### src/lsu_isa_pkg.sv
// RISC-V load/store opcodes, fn3 codes, exception codes and instruction format views
`default_nettype none

package lsu_isa_pkg;

    // Major opcodes
    localparam logic [6:0] LOAD_OPCODE  = 7'b0000011;
    localparam logic [6:0] STORE_OPCODE = 7'b0100011;

    // Access width and signedness
    localparam logic [2:0] LS_B = 3'b000;
    localparam logic [2:0] LS_H = 3'b001;
    localparam logic [2:0] LS_W = 3'b010;
    localparam logic [2:0] L_BU = 3'b100;
    localparam logic [2:0] L_HU = 3'b101;

    typedef enum logic [3:0] {
        LOAD_ADDR_MISALIGNED  = 4'd4,
        STORE_ADDR_MISALIGNED = 4'd6
    } ls_exc_code_t;

    // Load view
    typedef struct packed {
        logic [11:0] imm;
        logic [4:0]  rs1;
        logic [2:0]  fn3;
        logic [4:0]  rd;
        logic [6:0]  opcode;
    } i_type_t;

    // Store view, offset split around rs2/rs1
    typedef struct packed {
        logic [6:0] imm_hi;
        logic [4:0] rs2;
        logic [4:0] rs1;
        logic [2:0] fn3;
        logic [4:0] imm_lo;
        logic [6:0] opcode;
    } s_type_t;

    typedef union packed {
        i_type_t i;
        s_type_t s;
    } ls_instr_u;

endpackage

`default_nettype wire

### src/lsu_core_pkg.sv
// Unit widths, issue packet, queue entry, load result and exception report structs
`default_nettype none

package lsu_core_pkg;

    localparam int XLEN = 32;
    localparam int ID_W = 4;

    typedef logic [ID_W-1:0] id_t;

    typedef struct packed {
        logic [31:0]     instr;
        logic [XLEN-1:0] rs1;
        logic [XLEN-1:0] rs2;
        id_t             id;
    } ls_issue_t;

    // One aligned request in the queue
    typedef struct packed {
        logic [XLEN-1:0] addr;
        logic [2:0]      fn3;
        logic [3:0]      be;
        logic [XLEN-1:0] data;
        logic            is_store;
        id_t             id;
    } ls_req_t;

    typedef struct packed {
        id_t             id;
        logic [XLEN-1:0] data;
    } ls_result_t;

    typedef struct packed {
        lsu_isa_pkg::ls_exc_code_t code;
        logic [XLEN-1:0]           tval;
        id_t                       id;
    } ls_exc_t;

endpackage

`default_nettype wire

### src/ls_request_gen.sv
// Load/store request generator with address calculation, byte enables and misalignment check
`default_nettype none

module ls_request_gen (
    input  logic                   clk,
    input  logic                   rst,
    input  logic                   issue_valid,
    input  lsu_core_pkg::ls_issue_t issue,
    output logic                   req_valid,
    output lsu_core_pkg::ls_req_t  req,
    output logic                   exc_valid,
    output lsu_core_pkg::ls_exc_t  exc
);
    import lsu_isa_pkg::*;
    import lsu_core_pkg::*;

    ls_instr_u       instr_view;
    logic [2:0]      fn3;
    logic            is_load;
    logic            is_store;
    logic [11:0]     offset;
    logic [XLEN-1:0] addr;
    logic            misaligned;
    logic [3:0]      be;
    logic [XLEN-1:0] store_data;

    //////////////////////////////
    // Decode
    assign instr_view = issue.instr;
    assign fn3        = instr_view.i.fn3;
    assign is_load    = (instr_view.i.opcode == LOAD_OPCODE);
    assign is_store   = (instr_view.s.opcode == STORE_OPCODE);

    // Stores split the offset, loads keep it in one field
    assign offset = is_store ? {instr_view.s.imm_hi, instr_view.s.imm_lo} : instr_view.i.imm;
    assign addr   = issue.rs1 + {{(XLEN-12){offset[11]}}, offset};

    //////////////////////////////
    // Alignment
    always_comb begin
        case (fn3)
            LS_H, L_HU: misaligned = addr[0];
            LS_W:       misaligned = |addr[1:0];
            default:    misaligned = 1'b0;
        endcase
    end

    // Byte enables and store data replicated into every lane
    always_comb begin
        be         = '0;
        store_data = issue.rs2;
        case (fn3[1:0])
            LS_B[1:0]: begin
                be[addr[1:0]] = 1'b1;
                store_data    = {4{issue.rs2[7:0]}};
            end
            LS_H[1:0]: begin
                be         = addr[1] ? 4'b1100 : 4'b0011;
                store_data = {2{issue.rs2[15:0]}};
            end
            default: be = 4'b1111;
        endcase
    end

    //////////////////////////////
    // Output registers
    always_ff @(posedge clk) begin
        if (rst) begin
            req_valid <= 1'b0;
            exc_valid <= 1'b0;
        end else begin
            req_valid <= issue_valid & (is_load | is_store) & ~misaligned;
            exc_valid <= issue_valid & (is_load | is_store) & misaligned;
        end
    end

    always_ff @(posedge clk) begin
        if (issue_valid) begin
            req <= '{
                addr:     addr,
                fn3:      fn3,
                be:       be,
                data:     store_data,
                is_store: is_store,
                id:       issue.id
            };
            exc <= '{
                code: is_store ? STORE_ADDR_MISALIGNED : LOAD_ADDR_MISALIGNED,
                tval: addr,
                id:   issue.id
            };
        end
    end

endmodule

`default_nettype wire

### config.mk
export PLATFORM = sky130hd
export DESIGN_NAME = ls_request_gen
export DESIGN_NICKNAME = d
export VERILOG_FILES = /design/src/lsu_isa_pkg.sv /design/src/lsu_core_pkg.sv /design/src/ls_request_gen.sv
export SDC_FILE = /design/constraint.sdc
export NUM_CORES = 1
export LEC_CHECK = 0
export BUFFER_PORTS_ARGS = -buffer_cell sky130_fd_sc_hd__buf_2
export CELL_PAD_IN_SITES_DETAIL_PLACEMENT = 2
export CELL_PAD_IN_SITES_GLOBAL_PLACEMENT = 2
export CORE_AREA = 8 8 138 140
export DETAILED_ROUTE_END_ITERATION = 8
export DIE_AREA = 0 0 146 148
export GPL_ROUTABILITY_DRIVEN = 0
export PLACE_DENSITY = 0.89
export SLEW_MARGIN = 40
export SYNTH_ARGS = -nofsm -noshare
export SYNTH_HDL_FRONTEND = slang
export SYNTH_SLANG_ARGS = --single-unit
### constraint.sdc
create_clock -name clk -period 5.95 [get_ports clk]
set_input_delay 1.19 -clock clk [delete_from_list [all_inputs] [get_ports clk]]
set_output_delay 1.19 -clock clk [all_outputs]
set_load 0.005 [all_outputs]
==> results.toml <==
[synthesis]
synth_top_flop_cell = "edfxtp_1"
syn_area_um2 = 4960
ys_warn_count = 0
async_reset_ff_frac = 0
syn_area_per_cell_um2 = 10.7
seq_area_frac_synth = 0.468
synthMuxAreaShare = 0.0565
yosys.area_share.adder = 0.0822
synth_seq_cells = 78
synth_compound_area_frac = 0.156
synth_edf_count = 76
synth_xor_area_frac = 0.0388
synth_top_family_by_area = "compound AO/OA/AOI/OAI gates"
synthSimpleGateAreaFrac = 0.111
ys_types = 56
postSynthCellCount = 465

[pwr]
power_frac_comb = 0.255
p_switching_mw = 0.491
seqPwrFrac = 0.433
switching_share = 0.296
ir_worst_vdd_uv = 109
p_int_mw = 1.17
p_per_area_nw_per_um2 = 267
leakagePower_nw = 2.77
clkPwrFrac = 0.312

[timing]
hold_viol_final = 0
worstMarginPinSlew_ns = 0.773
timing.fmax_mhz = 233
rsz0062_at_grt = "false"
slew_viol_final = 0
finalSetupViolations = 0
relSlewSlack = 0.484
holdWs_ns = 1.03
finalSetupTns_ns = 0
layout_min_cycle_time_ns = 4.29
fin_crit_sh = 0.720

[cells_and_area]
antenna_cells = 0
drive_above_1_share = 0.390
nets = 766
area_delta_synth_final_pct = 25.3
multiInputGateArea_um2 = 2210
post-route-cell-area_um2 = 6210
seq_area_um2 = 2320
fill_cells = 1930

[worst_hold_path]
hold_path_class = "in -> reg"
holdPathEnd = "exc[1]"
holdPathStages = 1
hold_start = "issue[1]"

[global_routing]
use_met1 = 0.167
first_global_vias = 4768
grt.busiest_layer = "met2"
antenna_found_initial = 0
overflow = 0
grt_pass1_wl_mm = 26.4
grt_usage = 0.154
grt_max_degree = 78
grt_util_met3 = 0.0400
use_met2 = 0.291

[floorplan]
start_util = 0.293
core_um2 = 16900
io_pins = 221
die_x_um = 146
core.rowCount = 48
die_h_um = 148
die_area_um2 = 21600

[run]
max_cap_violations = 0

[clock_tree]
cts_hold_buf = 0
cts_sinks = 78
cts_tree = "built"
clock-root-buffer = "clkbuf_16"
post_cts_buffers = 0
clkTransAtPathRegs_ns = 0.06
cts_resized = 0
cts_buffers = 9
htree_levels = 3
cts.path.max_buffers = 2

[routing]
drc = 0
num_vias = 4170
ant_nets = 0
vias_per_cell = 4.84
dr.pass1.iters = 4
drtIter0Drc = 125
routed_wl_mm = 17.0
routedWlPerCell_um = 19.8

[placement]
portBuffers = 212
hpwl_mm = 14.0
placed_cell_area_um2 = 5940

[worst_setup_path]
critPathArrivalTime_ns = 4.37
cpMaxStageDelayCell = "fa_1"
cp_top_family = "compound AO/OA/AOI/OAI gates"
max_stage_delay_ns = 0.41
crit_buf_inv = 3
critPathLaunchType = "input pin"
critPathMaxFanout = 6
worstPathCellList = "buf_2, nor4_1, and3_1, nand2_1, inv_1, nand2_1, nand2_1, ha_1, inv_1, fa_1, nor2b_1, o2111ai_1, a21boi_1, o21ai_1, a21boi_1, nor4_1, a311o_1"
endpoint_kind = "register"
cpMostUsedCell = "nand2_1"
required_ns = 6.04
criticalPathCategory = "in -> reg"

[run_status]
run_status = "complete, no violations"
-- routing by layer --
layer	routed length, µm	share of wire	up-vias
li1	-	-	2012
met1	6780	0.40	2022
met2	9220	0.54	126
met3	869	0.051	10
met4	168	0.0099	0
met5	0	0	-
-- state kept, by name, summed over array words and instances (netlist names) --
signal	flops
req	39
req_valid	1
exc	37
exc_valid	1
-- cells in the mapped netlist (5+ instances only) --
| cell type | instances | share of area |
|---|---|---|
| nor3_1 | 6 | 0.0061 |
| a31oi_1 | 7 | 0.0088 |
| xor2_1 | 6 | 0.011 |
| clkbuf_1 | 16 | 0.012 |
| o21ai_0 | 19 | 0.019 |
| nand4_1 | 7 | 0.0088 |
| a21oi_1 | 32 | 0.032 |
| edfxtp_1 | 76 | 0.46 |
| mux2_2 | 16 | 0.036 |
| inv_1 | 14 | 0.011 |
| xnor2_1 | 16 | 0.028 |
| nor2_1 | 23 | 0.017 |
| o21a_1 | 5 | 0.0076 |
| a21o_1 | 11 | 0.017 |
| ha_1 | 31 | 0.078 |
| nand3_1 | 9 | 0.0091 |
| o21ai_1 | 5 | 0.0050 |
| and3_1 | 5 | 0.0063 |
| mux2i_1 | 10 | 0.020 |
| buf_4 | 40 | 0.061 |
| nand2_1 | 50 | 0.038 |
-- area by class of cell --
cell class	instances	share of cell area
well taps	225	0.0453
clock buffers	11	0.0391
clock inverters	5	0.00544
multi-input cells	316	0.356
flip-flops and latches	78	0.374
inverters	14	0.00846
repair buffers	212	0.172
-- worst max path at each step --
stage | startpoint | to | slack, ns | depth (start not counted)
after floorplan | issue[71] | exc[22] | 2.00 | 16
after global placement | issue[71] | exc[22] | 1.49 | 17
after detailed placement | issue[71] | exc[34] | 1.27 | 17
after CTS | issue[71] | exc[34] | 1.62 | 17
after global routing | issue[71] | exc[22] | 1.40 | 17
final | issue[71] | exc[22] | 1.66 | 17
-- power groups by stage --
stage | registers, mW | logic, mW | clock network, mW
6_report | 0.718 | 0.422 | 0.518
3_5_place_dp | 0.732 | 0.429 | 0
4_1_cts | 0.721 | 0.431 | 0.536
5_1_grt | 0.725 | 0.466 | 0.551
3_3_place_gp | 0.726 | 0.407 | 0
2_1_floorplan | 0.729 | 0.254 | 0
-- kinds of logic after synthesis --
logic type,Yosys count
simple gates,118
compound gates,115
flops,78
buf+inv,72
fa+ha+maj,32
mux,26
xor+xnor,22
other cells,2
-- cells in the final DEF (no fill, tap or decap), types with 6 or more instances in the layout --
cell       count
a21o_1        11
a21oi_1       32
a31oi_1        7
buf_2        211
clkbuf_16      9
edfxtp_1      76
ha_1          31
inv_1         14
mux2_2        16
mux2i_1       10
nand2_1       50
nand3_1        9
nand4_1        7
nor2_1        23
nor3_1         6
o21ai_0       19
xnor2_1       16
xor2_1         6
-- through the flow --
stage | utilization | cells | total power [mW] | worst slack (ns)
floorplan | - | 466 | 0.983 | 2.00
global placement | 0.350 | 845 | 1.13 | 1.49
detailed placement | 0.351 | 845 | 1.16 | 1.27
CTS | 0.367 | 861 | 1.69 | 1.62
global route | 0.367 | 861 | 1.74 | 1.40
finish | 0.367 | 861 | 1.66 | 1.66
Power figures use the tool's default switching activity.
