### config.mk
export PLATFORM = sky130hd
export DESIGN_NAME = load_data_align
export DESIGN_NICKNAME = d
export VERILOG_FILES = /design/src/lsu_isa_pkg.sv /design/src/lsu_core_pkg.sv /design/src/load_data_align.sv
export SDC_FILE = /design/constraint.sdc
export NUM_CORES = 1
export LEC_CHECK = 0
export BUFFER_PORTS_ARGS = -buffer_cell sky130_fd_sc_hd__buf_2
export CORE_MARGIN = 5
export CORE_UTILIZATION = 29
export DETAILED_ROUTE_END_ITERATION = 16
export GPL_ROUTABILITY_DRIVEN = 0
export PLACE_DENSITY = 0.84
export RECOVER_POWER = 100
export SYNTH_ARGS = -nofsm -noshare
export SYNTH_HDL_FRONTEND = slang
export SYNTH_SLANG_ARGS = --single-unit
### constraint.sdc
create_clock -name vclk -period 1.33
set_input_delay 0.0665 -clock vclk [all_inputs]
set_output_delay 0.0665 -clock vclk [all_outputs]
set_load 0.1 [all_outputs]
### src/lsu_isa_pkg.sv
// RISC-V load/store opcodes, fn3 codes, exception codes and instruction format views
`default_nettype none

package lsu_isa_pkg;

    // Major opcodes
    localparam logic [6:0] LOAD_OPCODE  = 7'b0000011;
    localparam logic [6:0] STORE_OPCODE = 7'b0100011;

    // Access width and signedness
    localparam logic [2:0] LS_B = 3'b000;
    localparam logic [2:0] LS_H = 3'b001;
    localparam logic [2:0] LS_W = 3'b010;
    localparam logic [2:0] L_BU = 3'b100;
    localparam logic [2:0] L_HU = 3'b101;

    typedef enum logic [3:0] {
        LOAD_ADDR_MISALIGNED  = 4'd4,
        STORE_ADDR_MISALIGNED = 4'd6
    } ls_exc_code_t;

    // Load view
    typedef struct packed {
        logic [11:0] imm;
        logic [4:0]  rs1;
        logic [2:0]  fn3;
        logic [4:0]  rd;
        logic [6:0]  opcode;
    } i_type_t;

    // Store view, offset split around rs2/rs1
    typedef struct packed {
        logic [6:0] imm_hi;
        logic [4:0] rs2;
        logic [4:0] rs1;
        logic [2:0] fn3;
        logic [4:0] imm_lo;
        logic [6:0] opcode;
    } s_type_t;

    typedef union packed {
        i_type_t i;
        s_type_t s;
    } ls_instr_u;

endpackage

`default_nettype wire

### src/lsu_core_pkg.sv
// Unit widths, issue packet, queue entry, load result and exception report structs
`default_nettype none

package lsu_core_pkg;

    localparam int XLEN = 32;
    localparam int ID_W = 4;

    typedef logic [ID_W-1:0] id_t;

    typedef struct packed {
        logic [31:0]     instr;
        logic [XLEN-1:0] rs1;
        logic [XLEN-1:0] rs2;
        id_t             id;
    } ls_issue_t;

    // One aligned request in the queue
    typedef struct packed {
        logic [XLEN-1:0] addr;
        logic [2:0]      fn3;
        logic [3:0]      be;
        logic [XLEN-1:0] data;
        logic            is_store;
        id_t             id;
    } ls_req_t;

    typedef struct packed {
        id_t             id;
        logic [XLEN-1:0] data;
    } ls_result_t;

    typedef struct packed {
        lsu_isa_pkg::ls_exc_code_t code;
        logic [XLEN-1:0]           tval;
        id_t                       id;
    } ls_exc_t;

endpackage

`default_nettype wire

### src/load_data_align.sv
// Load result byte and halfword selection with sign or zero extension
`default_nettype none

module load_data_align (
    input  logic                          rd_valid,
    input  logic [lsu_core_pkg::XLEN-1:0] rd_word,
    input  lsu_core_pkg::ls_req_t         rd_attr,
    output logic                          wb_valid,
    output lsu_core_pkg::ls_result_t      wb
);
    import lsu_isa_pkg::*;
    import lsu_core_pkg::*;

    logic [1:0]      byte_off;
    logic [7:0]      sel_byte;
    logic [15:0]     sel_half;
    logic [XLEN-1:0] load_data;

    assign byte_off = rd_attr.addr[1:0];
    assign sel_byte = rd_word[8*byte_off +: 8];
    // Halfwords are aligned, so bit 1 picks the half
    assign sel_half = byte_off[1] ? rd_word[31:16] : rd_word[15:0];

    always_comb begin
        case (rd_attr.fn3)
            LS_B:    load_data = {{(XLEN-8){sel_byte[7]}}, sel_byte};
            L_BU:    load_data = {{(XLEN-8){1'b0}}, sel_byte};
            LS_H:    load_data = {{(XLEN-16){sel_half[15]}}, sel_half};
            L_HU:    load_data = {{(XLEN-16){1'b0}}, sel_half};
            default: load_data = rd_word;
        endcase
    end

    assign wb_valid = rd_valid;
    assign wb       = '{id: rd_attr.id, data: load_data};

endmodule

`default_nettype wire

==> results.py, run 1 <==
metrics = {
    "floorplanning": {
        "die_w_microns": 65.2,
        "core_area_sq_mm": 0.00298,
        "pin_count": 146,
        "die_h_microns": 65.2,
        "initial_core_util": 0.297,
        "fp-row-count": 20,
        "fp.dieArea_sq_mm": 0.00425,
    },
    "sta": {
        "final_hold_viol_count": 0,
        "fin_crit_sh": 1.04,
        "setup_viol": 8,
        "rsz0062_at_grt": "yes",
        "period_needed_ps": 1380,
        "tightest_slew_ps": 410,
        "setup_tns_ps": -125,
        "drv_slew": 0,
        "fmax_mhz": 724,
        "worst_slack_ps": -51.1,
        "relSlewSlack": 0.731,
    },
    "route": {
        "drtIter0Drc": 58,
        "vias": 1285,
        "via_per_inst": 5.87,
        "wire_per_inst_microns": 24.5,
        "antenna_left": 0,
        "firstDrtPassIters": 4,
        "wirelength_microns": 5370,
        "drcViolationCount": 0,
    },
    "synthesis": {
        "synth-simple-area-share": 0.170,
        "synth_area_sq_um": 883,
        "synth_cell_types": 28,
        "synth_area_per_cell_sq_um": 8.75,
        "synth_fa_ha_area_frac": 0,
        "synth_top_family_by_area": "compound AO/OA/AOI/OAI gates",
        "ys_seq_area_frac": 0,
        "synth_compound_area_frac": 0.562,
        "yosys_warnings": 0,
        "synth.area.mux_share": 0.136,
        "synth_fp_nets": 210,
        "synthCells": 101,
        "synth_xor_xnor_area_share": 0,
    },
    "pwr": {
        "finalPower_uw": 1870,
        "peakVddDrop_mv": 0.536,
        "leakagePower_uw": 0.00101,
        "powerDensity_mw_per_mm2": 791,
    },
    "finish": {
        "fin_cells": 219,
        "num-clock-buffers": 0,
        "multiInputGateArea_sq_mm": 0.00112,
        "num_antenna_cells": 0,
        "mostFrequentLayoutCell": "buf_12",
        "n_fill_cell": 155,
        "seqCellArea_sq_um": 0,
        "drive_above_1_share": 0.796,
        "finish.utilization": 0.793,
        "seq_cells": 0,
        "fin_nets": 297,
        "area_growth_pct": 167,
        "final_cell_mix": "buf_12, buf_2, a2bb2oi_4, buf_4, nor2b_1",
    },
    "worst_setup_path": {
        "required_ps": 1260,
        "arrival_ps": 1310,
        "path_max_fanout": 12,
        "critPathKind": "primary input to primary output",
        "crit_path_end_kind": "primary output",
        "critPathLaunchType": "primary input",
    },
    "min_path": {
        "worstHoldStart": "rd_attr[3]",
        "hold_path_depth": 0,
        "holdCritPathClass": "primary input to primary output",
        "hold_path_end": "wb[35]",
    },
    "grt": {
        "grt_pass1_vias": 1407,
        "overflow": 0,
        "grt_max_degree": 15,
        "grt_pass1_wl_microns": 7560,
        "track_usage": 0.225,
        "antenna_found_initial": 0,
    },
    "flow_run": {
        "max_cap_violations": 0,
    },
    "status": {
        "status": "finished, violations left",
        "failed_checks": "negative setup slack",
    },
    "place": {
        "hpwl_microns": 3950,
        "dp.cells": 216,
        "io_buffers": 69,
    },
    "cts": {
        "cts_hold_buffers": 0,
    },
}
==> cell type report <==
cell class / instances / share of cell area
Timing Repair Buffer: 100 / 0.501
Tap cell: 33 / 0.0175
Inverter: 2 / 0.00477
Multi-Input combinational cell: 84 / 0.476
==> cell usage after synthesis <==
cell       number  area, sq um
a21oi_1         7         35.0
nor2b_1        10         62.6
nor2_1          4         15.0
a2bb2oi_2      14          210
mux2i_1         6         60.1
nand2_1         5         18.8
a22oi_4         1         21.3
nand2b_1        1         6.26
buf_4           8         60.1
and3_1          2         12.5
o221ai_1        5         43.8
o31a_4          1         17.5
buf_6           3         33.8
clkinv_1        1         3.75
nor3b_2         1         12.5
a22o_1          2         17.5
a221o_1         6         60.1
nor4b_1         1         8.76
a211oi_1        1         7.51
clkbuf_1        4         15.0
o21ai_2         1         8.76
o21a_1          3         22.5
or3b_2          1         8.76
mux2_4          1         15.0
inv_1           1         3.75
mux2_2          4         45.0
nor3_1          1         5.00
a2bb2oi_1       6         52.6
==> worst max path at each step <==
stage	start	endpoint	slack, ps
floorplan	rd_attr[41]	wb[16]	-240
global placement	rd_attr[41]	wb[16]	-80
detailed placement	rd_attr[41]	wb[19]	-130
CTS	rd_attr[45]	wb[6]	-2
global route	rd_attr[43]	wb[28]	-70
finish	rd_attr[45]	wb[28]	-50
==> per-stage QoR <==
step | hold WS, ps | setup WS, ps | area, sq um
after floorplan | 345 | -244 | 1240
after global placement | 134 | -80.1 | 2250
after detailed placement | 134 | -128 | 2250
after CTS | 134 | -2.30 | 2310
after global routing | 133 | -74.5 | 2360
final | 133 | -51.1 | 2360
==> per-layer routing <==
metal	vias to the layer above	track usage	wire [microns]	part of all wire
met1	627	0.257	2010	0.37
met4	0	0.0440	114	0.021
li1	571	-	-	-
met2	77	0.427	2840	0.53
met5	-	0	0	0
met3	10	0.0444	403	0.075
==> worst max-delay path, stage by stage <==
cell       delay [ps]
buf_6             130
buf_6             130
nor3_4            170
a22oi_4            90
buf_12            160
buf_12            150
a2bb2oi_4         210
buf_12            200
==> power by group <==
| part | switching, uW | internal [uW] | leakage [uW] |
|---|---|---|---|
| Clock | 0 | 0 | 0 |
| Sequential | 0 | 0 | 0 |
| Combinational | 1120 | 745 | 0.00101 |
| Total | 1120 | 745 | 0.00101 |
==> cells by family (layout without fill, tap and decap cells) <==
logic type,after synthesis,count (layout)
AO/OA/AOI/OAI,47,47
buffers and inverters,17,102
multiplexers,11,11
AND/OR/NAND/NOR,26,26
==> repair_timing <==
action / 4_1_cts / 5_1_grt
resized for setup: 10 / 15
pin swaps: 3 / 6
buffers inserted: 2 / 0
gates cloned: 0 / 1
endpoints found under the setup margin: 31 / 31
Power figures use the tool's default switching activity.
==> inputs of run 2 (changes only) <==
--- a/config.mk
+++ b/config.mk
@@ -5,11 +5,14 @@
 export SDC_FILE = /design/constraint.sdc
 export NUM_CORES = 1
 export LEC_CHECK = 0
+export ABC_CLOCK_PERIOD_IN_PS = 1330
 export BUFFER_PORTS_ARGS = -buffer_cell sky130_fd_sc_hd__buf_2
+export CAP_MARGIN = 25
 export CORE_MARGIN = 5
 export CORE_UTILIZATION = 29
 export DETAILED_ROUTE_END_ITERATION = 16
 export GPL_ROUTABILITY_DRIVEN = 0
+export MAX_ROUTING_LAYER = met4
 export PLACE_DENSITY = 0.84
 export RECOVER_POWER = 100
 export SYNTH_ARGS = -nofsm -noshare
==> run 2 against run 1 <==
  * The run still ends with negative setup slack left
  * Hold slack is the same
  * Cell area shrank 0.53%
  * Global-route usage up 0.63 points
  * Die area stayed put
  * Flip-flop and latch count unchanged
  * Via count fell by 0.16%
  * Critical path type unchanged
  * Sequential share of layout area did not move
  * Utilization shrank 0.42 points
  * Setup slack improved by 5.9 ps
  * Final cell count did not move
  * Critical path depth is 1 lower
  * Non-clock buffer count unchanged
  * Largest cell class unchanged
==> results.py, run 2 (synthesis results as in run 1) <==
metrics = {
    "status": {
        "status": "finished, violations left",
        "failed_checks": "negative setup slack",
    },
    "route": {
        "vias": 1283,
        "via_per_inst": 5.86,
        "wirelength_microns": 5310,
        "drcViolationCount": 0,
        "antenna_left": 0,
        "drtIter0Drc": 70,
        "wire_per_inst_microns": 24.2,
        "firstDrtPassIters": 4,
    },
    "floorplanning": {
        "pin_count": 146,
        "die_h_microns": 65.2,
        "fp-row-count": 20,
        "die_w_microns": 65.2,
        "initial_core_util": 0.297,
        "fp.dieArea_sq_mm": 0.00425,
        "core_area_sq_mm": 0.00298,
    },
    "finish": {
        "num-clock-buffers": 0,
        "final_cell_mix": "buf_12, buf_2, a2bb2oi_4, buf_4",
        "num_antenna_cells": 0,
        "area_growth_pct": 166,
        "fin_nets": 297,
        "n_fill_cell": 160,
        "mostFrequentLayoutCell": "buf_12",
        "drive_above_1_share": 0.790,
        "stdcell_area_sq_mm": 0.00235,
        "seqCellArea_sq_um": 0,
        "seq_cells": 0,
    },
    "sta": {
        "fmax_mhz": 727,
        "setup_tns_ps": -137,
        "relSlewSlack": 0.737,
        "setup_viol": 7,
        "worst_slack_ps": -45.1,
        "drv_slew": 0,
        "rsz0062_at_grt": "yes",
        "final_hold_viol_count": 0,
        "fin_crit_sh": 1.03,
        "tightest_slew_ps": 401,
        "period_needed_ps": 1380,
    },
    "cts": {
        "cts_hold_buffers": 0,
    },
    "worst_setup_path": {
        "path_max_fanout": 12,
        "arrival_ps": 1310,
        "required_ps": 1260,
        "critPathKind": "primary input to primary output",
        "crit_path_end_kind": "primary output",
        "critPathLaunchType": "primary input",
    },
    "place": {
        "io_buffers": 69,
        "post_dp_cell_area_sq_mm": 0.00225,
        "hpwl_microns": 3950,
    },
    "grt": {
        "grt_pass1_wl_microns": 7580,
        "antenna_found_initial": 0,
        "grt_pass1_vias": 1410,
        "overflow": 0,
        "track_usage": 0.231,
        "grt_max_degree": 15,
    },
    "flow_run": {
        "max_cap_violations": 0,
    },
    "pwr": {
        "peakVddDrop_mv": 0.537,
        "powerDensity_mw_per_mm2": 790,
        "leakagePower_uw": 0.00101,
    },
    "min_path": {
        "holdCritPathClass": "primary input to primary output",
    },
}
[run 2: cell counts in the layout (fill, tap and decap cells not counted)]
Identical to the previous run, type by type.
[run 2: path summary, 6_finish.rpt]
path	startpoint	end	slack (ps)	cells past startpoint
setup / recovery	rd_attr[44]	wb[28]	-50	7
hold / removal	rd_attr[3]	wb[35]	130	0
[run 2: power breakdown]
group	total [uW]	leakage (uW)	switching [uW]	internal, uW
Clock	0	0	0	0
Sequential	0	0	0	0
Combinational	1860	0.00101	1120	738
Total	1860	0.00101	1120	738
[run 2: critical path: stages]
cell and delay (ps):
buf_12 110, mux2_4 320, a22oi_4 200, buf_12 180
buf_12 160, a2bb2oi_4 80, buf_12 170
[run 2: timing repair]
action,4_1_cts,5_1_grt
pin swaps,3,6
endpoints found under the setup margin,31,31
buffers inserted,2,0
gates cloned,0,1
gates resized for setup,10,14
[run 2: layout make-up]
class / count / area [sq um] / area share
Inverter: 2 / 11.3 / 0.00479
Tap cell: 33 / 41.3 / 0.0176
Multi-Input combinational cell: 84 / 1120 / 0.477
Timing Repair Buffer: 100 / 1170 / 0.500
[run 2: stage by stage]
stage | setup WS (ps) | total power, uW | util | instances | hold WS, ps
finish | -45.1 | 1860 | 0.789 | 219 | 133
global route | -74.5 | 1900 | 0.789 | 219 | 133
CTS | -2.30 | 1840 | 0.776 | 218 | 134
detailed placement | -128 | 1800 | 0.755 | 216 | 134
global placement | -80.1 | 1770 | 0.755 | 216 | 134
floorplan | -244 | 1220 | - | 101 | 345
[run 2: metal layers]
metal  track usage  up-vias  share of wire
met1         0.263      625           0.38
met5             -        -              0
met2         0.429       75           0.53
met4        0.0440        0          0.023
li1              -      573              -
met3        0.0342       10          0.074
