===== config.mk =====
export PLATFORM = sky130hd
export DESIGN_NAME = ls_queue
export DESIGN_NICKNAME = d
export VERILOG_FILES = /design/src/lsu_isa_pkg.sv /design/src/lsu_core_pkg.sv /design/src/ls_queue.sv
export SDC_FILE = /design/constraint.sdc
export NUM_CORES = 1
export LEC_CHECK = 0
export ABC_AREA = 1
export BUFFER_PORTS_ARGS = -buffer_cell sky130_fd_sc_hd__buf_2
export CAP_MARGIN = 20
export CORE_ASPECT_RATIO = 1.2
export CORE_MARGIN = 4
export CORE_UTILIZATION = 57
export CTS_CLUSTER_SIZE = 25
export DETAILED_ROUTE_END_ITERATION = 8
export PLACE_DENSITY_LB_ADDON = 0.2
export SYNTH_ARGS = -nofsm -noshare
export SYNTH_HDL_FRONTEND = slang
export SYNTH_SLANG_ARGS = --single-unit

===== constraint.sdc =====
create_clock -name clk -period 4.65 [get_ports clk]
set_input_delay 0.2325 -clock clk [delete_from_list [all_inputs] [get_ports clk]]
set_output_delay 0.2325 -clock clk [all_outputs]
set_load 0.01 [all_outputs]

===== src/lsu_isa_pkg.sv =====
// RISC-V load/store opcodes, fn3 codes, exception codes and instruction format views
`default_nettype none

package lsu_isa_pkg;

    // Major opcodes
    localparam logic [6:0] LOAD_OPCODE  = 7'b0000011;
    localparam logic [6:0] STORE_OPCODE = 7'b0100011;

    // Access width and signedness
    localparam logic [2:0] LS_B = 3'b000;
    localparam logic [2:0] LS_H = 3'b001;
    localparam logic [2:0] LS_W = 3'b010;
    localparam logic [2:0] L_BU = 3'b100;
    localparam logic [2:0] L_HU = 3'b101;

    typedef enum logic [3:0] {
        LOAD_ADDR_MISALIGNED  = 4'd4,
        STORE_ADDR_MISALIGNED = 4'd6
    } ls_exc_code_t;

    // Load view
    typedef struct packed {
        logic [11:0] imm;
        logic [4:0]  rs1;
        logic [2:0]  fn3;
        logic [4:0]  rd;
        logic [6:0]  opcode;
    } i_type_t;

    // Store view, offset split around rs2/rs1
    typedef struct packed {
        logic [6:0] imm_hi;
        logic [4:0] rs2;
        logic [4:0] rs1;
        logic [2:0] fn3;
        logic [4:0] imm_lo;
        logic [6:0] opcode;
    } s_type_t;

    typedef union packed {
        i_type_t i;
        s_type_t s;
    } ls_instr_u;

endpackage

`default_nettype wire


===== src/lsu_core_pkg.sv =====
// Unit widths, issue packet, queue entry, load result and exception report structs
`default_nettype none

package lsu_core_pkg;

    localparam int XLEN = 32;
    localparam int ID_W = 4;

    typedef logic [ID_W-1:0] id_t;

    typedef struct packed {
        logic [31:0]     instr;
        logic [XLEN-1:0] rs1;
        logic [XLEN-1:0] rs2;
        id_t             id;
    } ls_issue_t;

    // One aligned request in the queue
    typedef struct packed {
        logic [XLEN-1:0] addr;
        logic [2:0]      fn3;
        logic [3:0]      be;
        logic [XLEN-1:0] data;
        logic            is_store;
        id_t             id;
    } ls_req_t;

    typedef struct packed {
        id_t             id;
        logic [XLEN-1:0] data;
    } ls_result_t;

    typedef struct packed {
        lsu_isa_pkg::ls_exc_code_t code;
        logic [XLEN-1:0]           tval;
        id_t                       id;
    } ls_exc_t;

endpackage

`default_nettype wire


===== src/ls_queue.sv =====
// Circular request FIFO between address generation and memory access
`default_nettype none

module ls_queue #(
    parameter int QUEUE_DEPTH = 4
) (
    input  logic                  clk,
    input  logic                  rst,
    input  logic                  push,
    input  lsu_core_pkg::ls_req_t push_data,
    input  logic                  pop,
    output logic                  head_valid,
    output lsu_core_pkg::ls_req_t head,
    output logic                  empty
);
    import lsu_core_pkg::*;

    localparam int PTR_W = (QUEUE_DEPTH > 1) ? $clog2(QUEUE_DEPTH) : 1;
    localparam int CNT_W = $clog2(QUEUE_DEPTH + 1);

    ls_req_t          entries [QUEUE_DEPTH];
    logic [PTR_W-1:0] wr_ptr;
    logic [PTR_W-1:0] rd_ptr;
    logic [CNT_W-1:0] count;
    logic             full;
    logic             do_push;
    logic             do_pop;

    // Wraps at QUEUE_DEPTH, also for depths that are not a power of two
    function automatic logic [PTR_W-1:0] next_ptr(input logic [PTR_W-1:0] ptr);
        next_ptr = (ptr == PTR_W'(QUEUE_DEPTH - 1)) ? '0 : ptr + 1'b1;
    endfunction

    assign full       = (count == CNT_W'(QUEUE_DEPTH));
    assign empty      = (count == '0);
    assign head_valid = ~empty;
    assign head       = entries[rd_ptr];

    assign do_push = push & ~full;
    assign do_pop  = pop & head_valid;

    always_ff @(posedge clk) begin
        if (rst) begin
            wr_ptr <= '0;
            rd_ptr <= '0;
            count  <= '0;
        end else begin
            if (do_push)
                wr_ptr <= next_ptr(wr_ptr);
            if (do_pop)
                rd_ptr <= next_ptr(rd_ptr);
            case ({do_push, do_pop})
                2'b10:   count <= count + 1'b1;
                2'b01:   count <= count - 1'b1;
                default: count <= count;
            endcase
        end
    end

    always_ff @(posedge clk) begin
        if (do_push)
            entries[wr_ptr] <= push_data;
    end

endmodule

`default_nettype wire


==> qor.csv, run 1 <==
stage;metric;value;unit
outcome;outcome;completed;
logic_synthesis;synthTopCellsByCount;edfxtp_1, nor2_1, o21ai_0;
critical_path;crit_path_end_kind;primary output;
timing;final.min_clock_period;3080;ps
layout;drive_gt1_frac;0.226;
layout;utilization;0.711;
power;p_leak;5.16;nW
logic_synthesis;ys_async_sr_fraction;0;
logic_synthesis;synth.top_cell.area_share;0.767;
logic_synthesis;yosys.area.top_type;edfxtp_1;
layout;finalNetCount;1119;
placement;routabilityCongestion;0.793;
logic_synthesis;syn_inst;806;
logic_synthesis;ys.flop_type;edfxtp_1;
power;vdd_drop_max;0.452;mV
placement;dpl.hpwl;13.6;mm
cts;worstSkewPairLatency;530;ps
timing;timing.hold.ws;30.2;ps
drt;wirelength;25.0;mm
die;design.portCount;158;
critical_path;worst_setup_path_start_kind;flip-flop;
logic_synthesis;synth_cell_types;25;
die;die_x;140;um
grt;antenna_found_initial;0;
timing;worstMarginPinSlew;1040;ps
grt;grt_pass1_wl;39.2;mm
job;maxCapViolCount;0;
critical_path;worstPathRequired;4420;ps
die;rows;57;
critical_path;critPathKind;reg -> out;
placement;io_buffers;157;
cts;cts_buffer_depth;3;
timing;rsz0062_at_grt;no;
timing;max_freq;325;MHz
die;die_area;23300;um2
layout;antenna_cells;0;
drt;dr.pass1.iters;5;
logic_synthesis;ys_warn_count;0;
grt;grt_pass1_vias;7408;
cts;cts_buffers;29;
grt;grt_overflow;0;
cts;cts.clk_slew.worst_paths;60;ps
timing;maxSlewHeadroom;0.303;
timing;tns;0;ps
timing;setup_viol;0;
power;power_density;543;nW/um2
logic_synthesis;synth.most_common_cell;edfxtp_1;
cts;cts-root-buf;clkbuf_16;
drt;vias_per_cell;5.55;
logic_synthesis;synth.avg_cell_area;14.8;um2
timing;finalClockSkew;11.4;ps
logic_synthesis;synth.net_count;893;
drt;vias;7315;
grt;grt_use_total;0.210;
drt;dr.first_iter.drc_count;545;
logic_synthesis;ys_ff_latch;313;
die;die-height;166;um
logic_synthesis;synthesis.area;11900;um2
timing;timing.final.crit_share;0.662;
die;start_util;0.583;
cts;cts_tree;yes;
cts;clock_sinks;313;
logic_synthesis;ys_seq_area_frac;0.782;
logic_synthesis;synth_area_leaders;edfxtp_1, o21ai_0, nor2_1, o22ai_1, dfxtp_1;
layout;n_fill_cell;1354;
critical_path;cp.arrival;2850;ps
logic_synthesis;synth-edff-count;304;
layout;syn2layout_area_growth;21.9;%
cts;cts_max_level;1;
worst_hold_path;min_path_type;in -> reg;
drt;drtAntennaViolNets;0;
drt;drc;0;
die;coreArea;20400;um2
drt;wl_per_cell;18.9;um
cts;postCtsResizedCells;0;
timing;hold_violations;0;
critical_path;cp_max_fo;81;
grt;grt_max_degree;153;
timing;drv_slew;0;
-- what timing repair did --
| action | in CTS | in global routing |
|---|---|---|
| setup buffers | 0 | 0 |
| hold buffers | 77 | 0 |
| hold endpoints to repair | 305 | 0 |
-- area by class of cell --
class,count,area [um2],share of cell area
tap,265,332,0.0229
clock inverter,13,138,0.00949
clock buffer,39,803,0.0554
sequential,313,9310,0.642
inverter,19,78.8,0.00543
timing repair buffer,244,1680,0.116
multi-input combinational,425,2160,0.149
-- critical path: stages (launching register included) --
cell	delay (ps)
dfxtp_4	870
buf_4	670
o21ai_0	190
o22ai_1	300
buf_2	190
-- where the power goes --
part	total (mW)	leakage [nW]	internal [mW]	switching, mW
Combinational	2.05	1.83	0.705	1.35
Sequential	3.51	2.86	3.39	0.126
Clock	2.31	0.462	1.37	0.942
-- per-stage QoR --
stage	power [mW]	setup WS (ps)	cells	instance area, um2
after detailed placement	5.58	2110	1187	12700
after global routing	8.29	1350	1318	14500
after global placement	5.55	2170	1187	12700
after CTS	7.93	1570	1316	14500
final	7.88	1570	1318	14500
after floorplan	4.90	353	806	11900
-- flip-flops by register name, summed over array words and instances, names as in the netlist, named ones only --
| name | count |
|---|---|
| rd_ptr | 2 |
| entries | 304 |
| count | 3 |
| wr_ptr | 2 |
-- layout by cell type, fill, tap and decap left out --
cell	n
o22ai_1	71
edfxtp_1	304
clkbuf_8	4
buf_12	2
inv_1	17
nand3_1	1
buf_16	1
a21oi_1	4
nand4_1	1
ha_1	6
clkinvlp_4	1
o21ai_0	150
dfxtp_2	1
nor2_2	16
buf_2	157
clkbuf_16	29
clkbuf_1	6
nor2_1	146
bufinv_16	3
buf_4	7
clkinv_2	5
nand2_1	14
dlygate4sd3_1	77
nand3b_1	2
clkinv_1	4
inv_8	1
inv_2	1
o21ai_1	4
nor2_4	4
fa_1	1
dfxtp_4	1
o22ai_2	5
dfxtp_1	7
-- path summary, 6_finish.rpt --
| check | startpoint | endpoint | slack (ps) | cells past startpoint |
|---|---|---|---|---|
| worst min register to register | rd_ptr[1] | flip-flop | 520 | 2 |
| worst min-delay path | pop | flip-flop | 30 | 4 |
| worst max-delay path | flip-flop | head[56] | 1570 | 4 |
| worst max register to register | count[1] | entries[0][47] | 2140 | 5 |
-- layer usage --
layer	wire (um)	GRT usage
met4	519	0.0527
met3	1670	0.0325
met1	10200	0.279
met5	0	0
met2	12600	0.366
-- cell families after synthesis --
kind of cell / count (synthesis) / share of synthesized area
DFF: 313 / 0.782
AOI/OAI and AO/OA: 234 / 0.109
and+or+nand+nor: 184 / 0.0624
buffers and inverters: 68 / 0.0381
adders and majority gates: 7 / 0.00799
(Power assumes the default switching activity.)
==> run 2, diff against run 1 <==
Settings changed: CORE_UTILIZATION 57 to 52.
Clock period 4.65 ns to 2.6 ns, I/O delays scaled along.
==> run 2 against run 1 <==
First-iteration DRC count fell by 28%. Clock-buffer cell count fell by 5. Register-to-register slack got worse by 1600 ps. Worst hold slack improved by 300 ps. Highest routed layer unchanged.
==> qor.csv, run 2 (same netlist as run 1, synthesis figures left out) <==
stage;metric;value;unit
drt;vias;7323;
placement;routabilityCongestion;0.735;
die;die-height;174;um
drt;drtAntennaViolNets;0;
critical_path;critPathSlowestCell;dfxtp_2;
outcome;outcome;completed;
placement;dpl-instance-area;12900;um2
die;start_util;0.530;
critical_path;worst_setup_path_start_kind;flip-flop;
critical_path;cp_top_family;buffers and inverters;
layout;layout_common_cells;edfxtp_1, buf_2, o21ai_0;
critical_path;cp_num_buf_inv;3;
cts;cts.clk_slew.worst_paths;60;ps
timing;setup_viol;0;
critical_path;cp_max_fo;36;
timing;max_freq;436;MHz
die;coreArea;22400;um2
cts;cts_buffer_depth;3;
grt;grt_pass1_wl;39.6;mm
cts;cts_tree;yes;
placement;io_buffers;157;
grt;grt_overflow;0;
timing;timing.final.crit_share;0.882;
cts;cts_buffers;30;
die;die_area;25400;um2
power;vdd_drop_max;0.697;mV
timing;timing.hold.ws;335;ps
placement;dpl.hpwl;13.9;mm
grt;grt_max_degree;59;
cts;postCtsResizedCells;0;
critical_path;cpPeakStageDelay;470;ps
drt;wirelength;25.1;mm
die;design.portCount;158;
layout;syn2layout_area_growth;23.3;%
timing;drv_slew;0;
layout;finalNetCount;1133;
timing;finalClockSkew;8.62;ps
grt;grt_use_total;0.194;
die;rows;60;
timing;hold_violations;0;
critical_path;cp_cell_sequence;inv_2 > buf_4 > o21ai_0 > o22ai_1 > buf_2;
layout;fin_area;14700;um2
timing;tns;0;ps
timing;rsz0062_at_grt;no;
layout;drive_gt1_frac;0.229;
power;power_density;965;nW/um2
job;maxCapViolCount;0;
critical_path;r2r_cells;11;
critical_path;crit_path_end_kind;primary output;
timing;worstMarginPinSlew;521;ps
power;p_leak;5.23;nW
worst_hold_path;holdPathStages;2;
grt;grt_pass1_vias;7490;
layout;reg.largest.list;entries (304), count (3);
worst_hold_path;min_path_type;in -> reg;
layout;largest_reg_flops;304;
die;die_x;146;um
grt;antenna_found_initial;2;
timing;final.min_clock_period;2290;ps
drt;dr.pass1.iters;5;
cts;clock_sinks;313;
drt;dr.first_iter.drc_count;395;
drt;wl_per_cell;18.6;um
cts;cts-root-buf;clkbuf_16;
critical_path;cp.depth;5;
cts;worstSkewPairLatency;540;ps
power;finalPower;14.2;mW
layout;n_fill_cell;1621;
drt;vias_per_cell;5.43;
layout;final_common_cell;edfxtp_1;
timing;maxSlewHeadroom;0.653;
layout;top_register;entries;
critical_path;cp.arrival;2160;ps
critical_path;critPathKind;reg -> out;
drt;drc;0;
critical_path;worstPathRequired;2470;ps
cts;cts_max_level;1;
## run 2: timing repair
| action | in CTS | in global routing |
|---|---|---|
| setup buffers | 0 | 0 |
| hold buffers | 81 | 0 |
| endpoints found under the hold margin | 313 | 0 |
| setup endpoints to repair | 0 | 0 |
## run 2: path summary, 6_finish.rpt
| check | start | to | slack (ps) |
|---|---|---|---|
| max reg2reg | count[1] | count[2] | 510 |
| min reg2reg | rd_ptr[1] | flip-flop | 520 |
| max | flip-flop | head[73] | 310 |
| min | push_data[67] | entries[0][67] | 330 |
## run 2: power by group
group / total (mW) / switching [mW] / leakage (nW) / internal, mW
Sequential: 6.23 / 0.175 / 2.86 / 6.06
Clock: 4.05 / 1.72 / 0.455 / 2.34
Combinational: 3.86 / 2.49 / 1.91 / 1.38
## run 2: stage by stage
stage          std cells   util  worst slack, ps
2_1_floorplan        806      -             -467
3_3_place_gp        1212  0.576              583
3_5_place_dp        1212  0.576              541
4_1_cts             1346  0.653              270
5_1_grt             1348  0.654              167
6_report            1348  0.654              306
## run 2: routing by layer
layer | routed length [um] | vias to the layer above | global-route usage
met5 | 0 | - | 0
met4 | 514 | 0 | 0.0537
met3 | 1430 | 39 | 0.0340
met2 | 12700 | 205 | 0.339
met1 | 10400 | 3581 | 0.252
li1 | - | 3498 | -
## run 2: cell type report
| class | count | area, um2 | area share |
|---|---|---|---|
| clock inverter | 19 | 131 | 0.00896 |
| multi-input combinational | 425 | 2160 | 0.148 |
| sequential | 313 | 9310 | 0.635 |
| antenna | 2 | 5.00 | 0.000341 |
| clock buffer | 34 | 787 | 0.0537 |
| tap | 279 | 349 | 0.0238 |
| inverter | 19 | 78.8 | 0.00537 |
| timing repair buffer | 257 | 1840 | 0.125 |
==> run 3, diff against run 2 <==
Settings changed: CORE_UTILIZATION 52 to 57.
Clock period 2.6 ns to 2.25 ns, I/O delays scaled along.
==> run 3 against run 2 <==
Sequential share of layout area barely moved. Clock-buffer cell count rose by 4. Global-route usage rose by 1.6 points. Critical path type unchanged. Highest routed layer unchanged.
==> qor.csv, run 3 (same netlist as run 1, synthesis figures left out) <==
stage;metric;value;unit
timing;timing.final.crit_share;0.962;
die;coreArea;20400;um2
grt;grt_pass1_wl;39.1;mm
timing;rsz0062_at_grt;no;
cts;cts_tree;yes;
layout;n_fill_cell;1386;
timing;max_freq;462;MHz
critical_path;cp_max_fo;48;
grt;grt_overflow;0;
timing;maxSlewHeadroom;0.651;
cts;cts-root-buf;clkbuf_16;
critical_path;worstPathRequired;2140;ps
timing;finalClockSkew;13.4;ps
layout;fin_cells;1339;
timing;final.min_clock_period;2160;ps
cts;cts_buffer_depth;3;
grt;antenna_found_initial;2;
die;start_util;0.583;
layout;reg.largest.list;entries (304), count (3);
die;design.portCount;158;
grt;grt_pass1_vias;7463;
drt;vias;7341;
cts;worstSkewPairLatency;540;ps
drt;wirelength;24.7;mm
worst_hold_path;holdCritStartpoint;push_data[67];
grt;grt_max_degree;65;
grt;grt_use_total;0.210;
placement;io_buffers;157;
placement;dpl.hpwl;14.3;mm
layout;final_common_cell;edfxtp_1;
critical_path;critPathKind;reg -> out;
cts;cts_buffers;29;
drt;drc;0;
critical_path;r2r_setup_slack;380;ps
worst_hold_path;holdPathStages;2;
layout;top_register;entries;
power;vdd_drop_max;0.778;mV
job;maxCapViolCount;0;
worst_hold_path;min_path_type;in -> reg;
drt;drtAntennaViolNets;0;
layout;largest_reg_flops;304;
layout;layout_common_cells;edfxtp_1, buf_2, o21ai_0;
layout;utilization;0.719;
worst_hold_path;hold_end;entries[0][67];
cts;cts_max_level;1;
timing;hold_violations;0;
critical_path;worst_setup_path_start_kind;flip-flop;
layout;syn2layout_area_growth;23.2;%
drt;wl_per_cell;18.4;um
critical_path;cp.arrival;2050;ps
layout;drive_gt1_frac;0.229;
drt;vias_per_cell;5.48;
cts;clock_sinks;313;
critical_path;timing.rr.start;count[1];
critical_path;rr_endpoint;count[2];
power;finalPower;16.1;mW
critical_path;crit_path_end_kind;primary output;
power;p_leak;5.22;nW
layout;finalNetCount;1138;
cts;cts.clk_slew.worst_paths;60;ps
timing;worstMarginPinSlew;523;ps
die;rows;57;
placement;dp_cells;1204;
power;power_density;1100;nW/um2
timing;setup_viol;0;
critical_path;r2r_cells;12;
die;die_x;140;um
outcome;outcome;completed;
die;die-height;166;um
placement;routabilityCongestion;0.753;
timing;drv_slew;0;
die;die_area;23300;um2
drt;dr.first_iter.drc_count;541;
drt;dr.pass1.iters;5;
run 3: cell types whose count changed in the layout (fill, tap and decap cells not counted), sizes merged:
cell      before  now
clkinv        17   11
buf          176  182
clkinvlp       0    1
clkbuf        34   38
inv           19   20
bufinv         2    1
run 3: critical path: stages, from the launching register on:
cell	delay [ps]
dfxtp_2	340
buf_4	450
o21ai_0	180
o22ai_1	340
buf_2	200
run 3: stage by stage:
stage          instance area (um2)  hold slack (ps)  TNS (ps)  setup WS, ps
2_1_floorplan                11900              211   -248370          -817
3_3_place_gp                 13000              327         0           435
3_5_place_dp                 13000              328         0           391
4_1_cts                      14700              305         0          24.3
5_1_grt                      14700              324         0          11.2
6_report                     14700              328         0          85.4
run 3: what timing repair did:
| action | 4_1_cts | 5_1_grt |
|---|---|---|
| cloned | 0 | 0 |
| resized for setup | 1 | 1 |
| hold buffers | 81 | 0 |
| buffers inserted | 0 | 0 |
| setup endpoints to repair | 4 | 5 |
| hold endpoints to repair | 313 | 0 |
run 3: layout make-up:
type                            count  area (um2)  area share
Multi-Input combinational cell    425        2160       0.148
Sequential cell                   313        9310       0.635
Clock inverter                     14        91.3     0.00623
Clock buffer                       38         759      0.0518
Antenna cell                        2        5.00    0.000341
Timing Repair Buffer              263        1920       0.131
Inverter                           19        78.8     0.00538
Tap cell                          265         332      0.0226
run 3: where the power goes:
group / internal (mW) / total [mW] / switching, mW
clock: 2.48 / 4.42 / 1.95
sequential: 7.00 / 7.14 / 0.143
combinational: 1.62 / 4.56 / 2.94
run 3: how the worst max path moves through the flow:
stage | start | endpoint | slack (ps) | depth (start not counted)
4_1_cts | flip-flop | head[33] | 20 | 4
5_1_grt | flip-flop | head[33] | 10 | 4
3_3_place_gp | count[1] | count[2] | 430 | 12
2_1_floorplan | count[1] | entries[0][0] | -820 | 4
6_report | flip-flop | head[9] | 90 | 4
3_5_place_dp | count[1] | count[2] | 390 | 12
run 3: layer usage:
metal,routed length [um],GRT usage,up-vias
met5,0,0,-
met4,562,0.0636,0
met3,1350,0.0357,41
met2,12700,0.373,208
met1,10000,0.266,3582
li1,-,-,3510
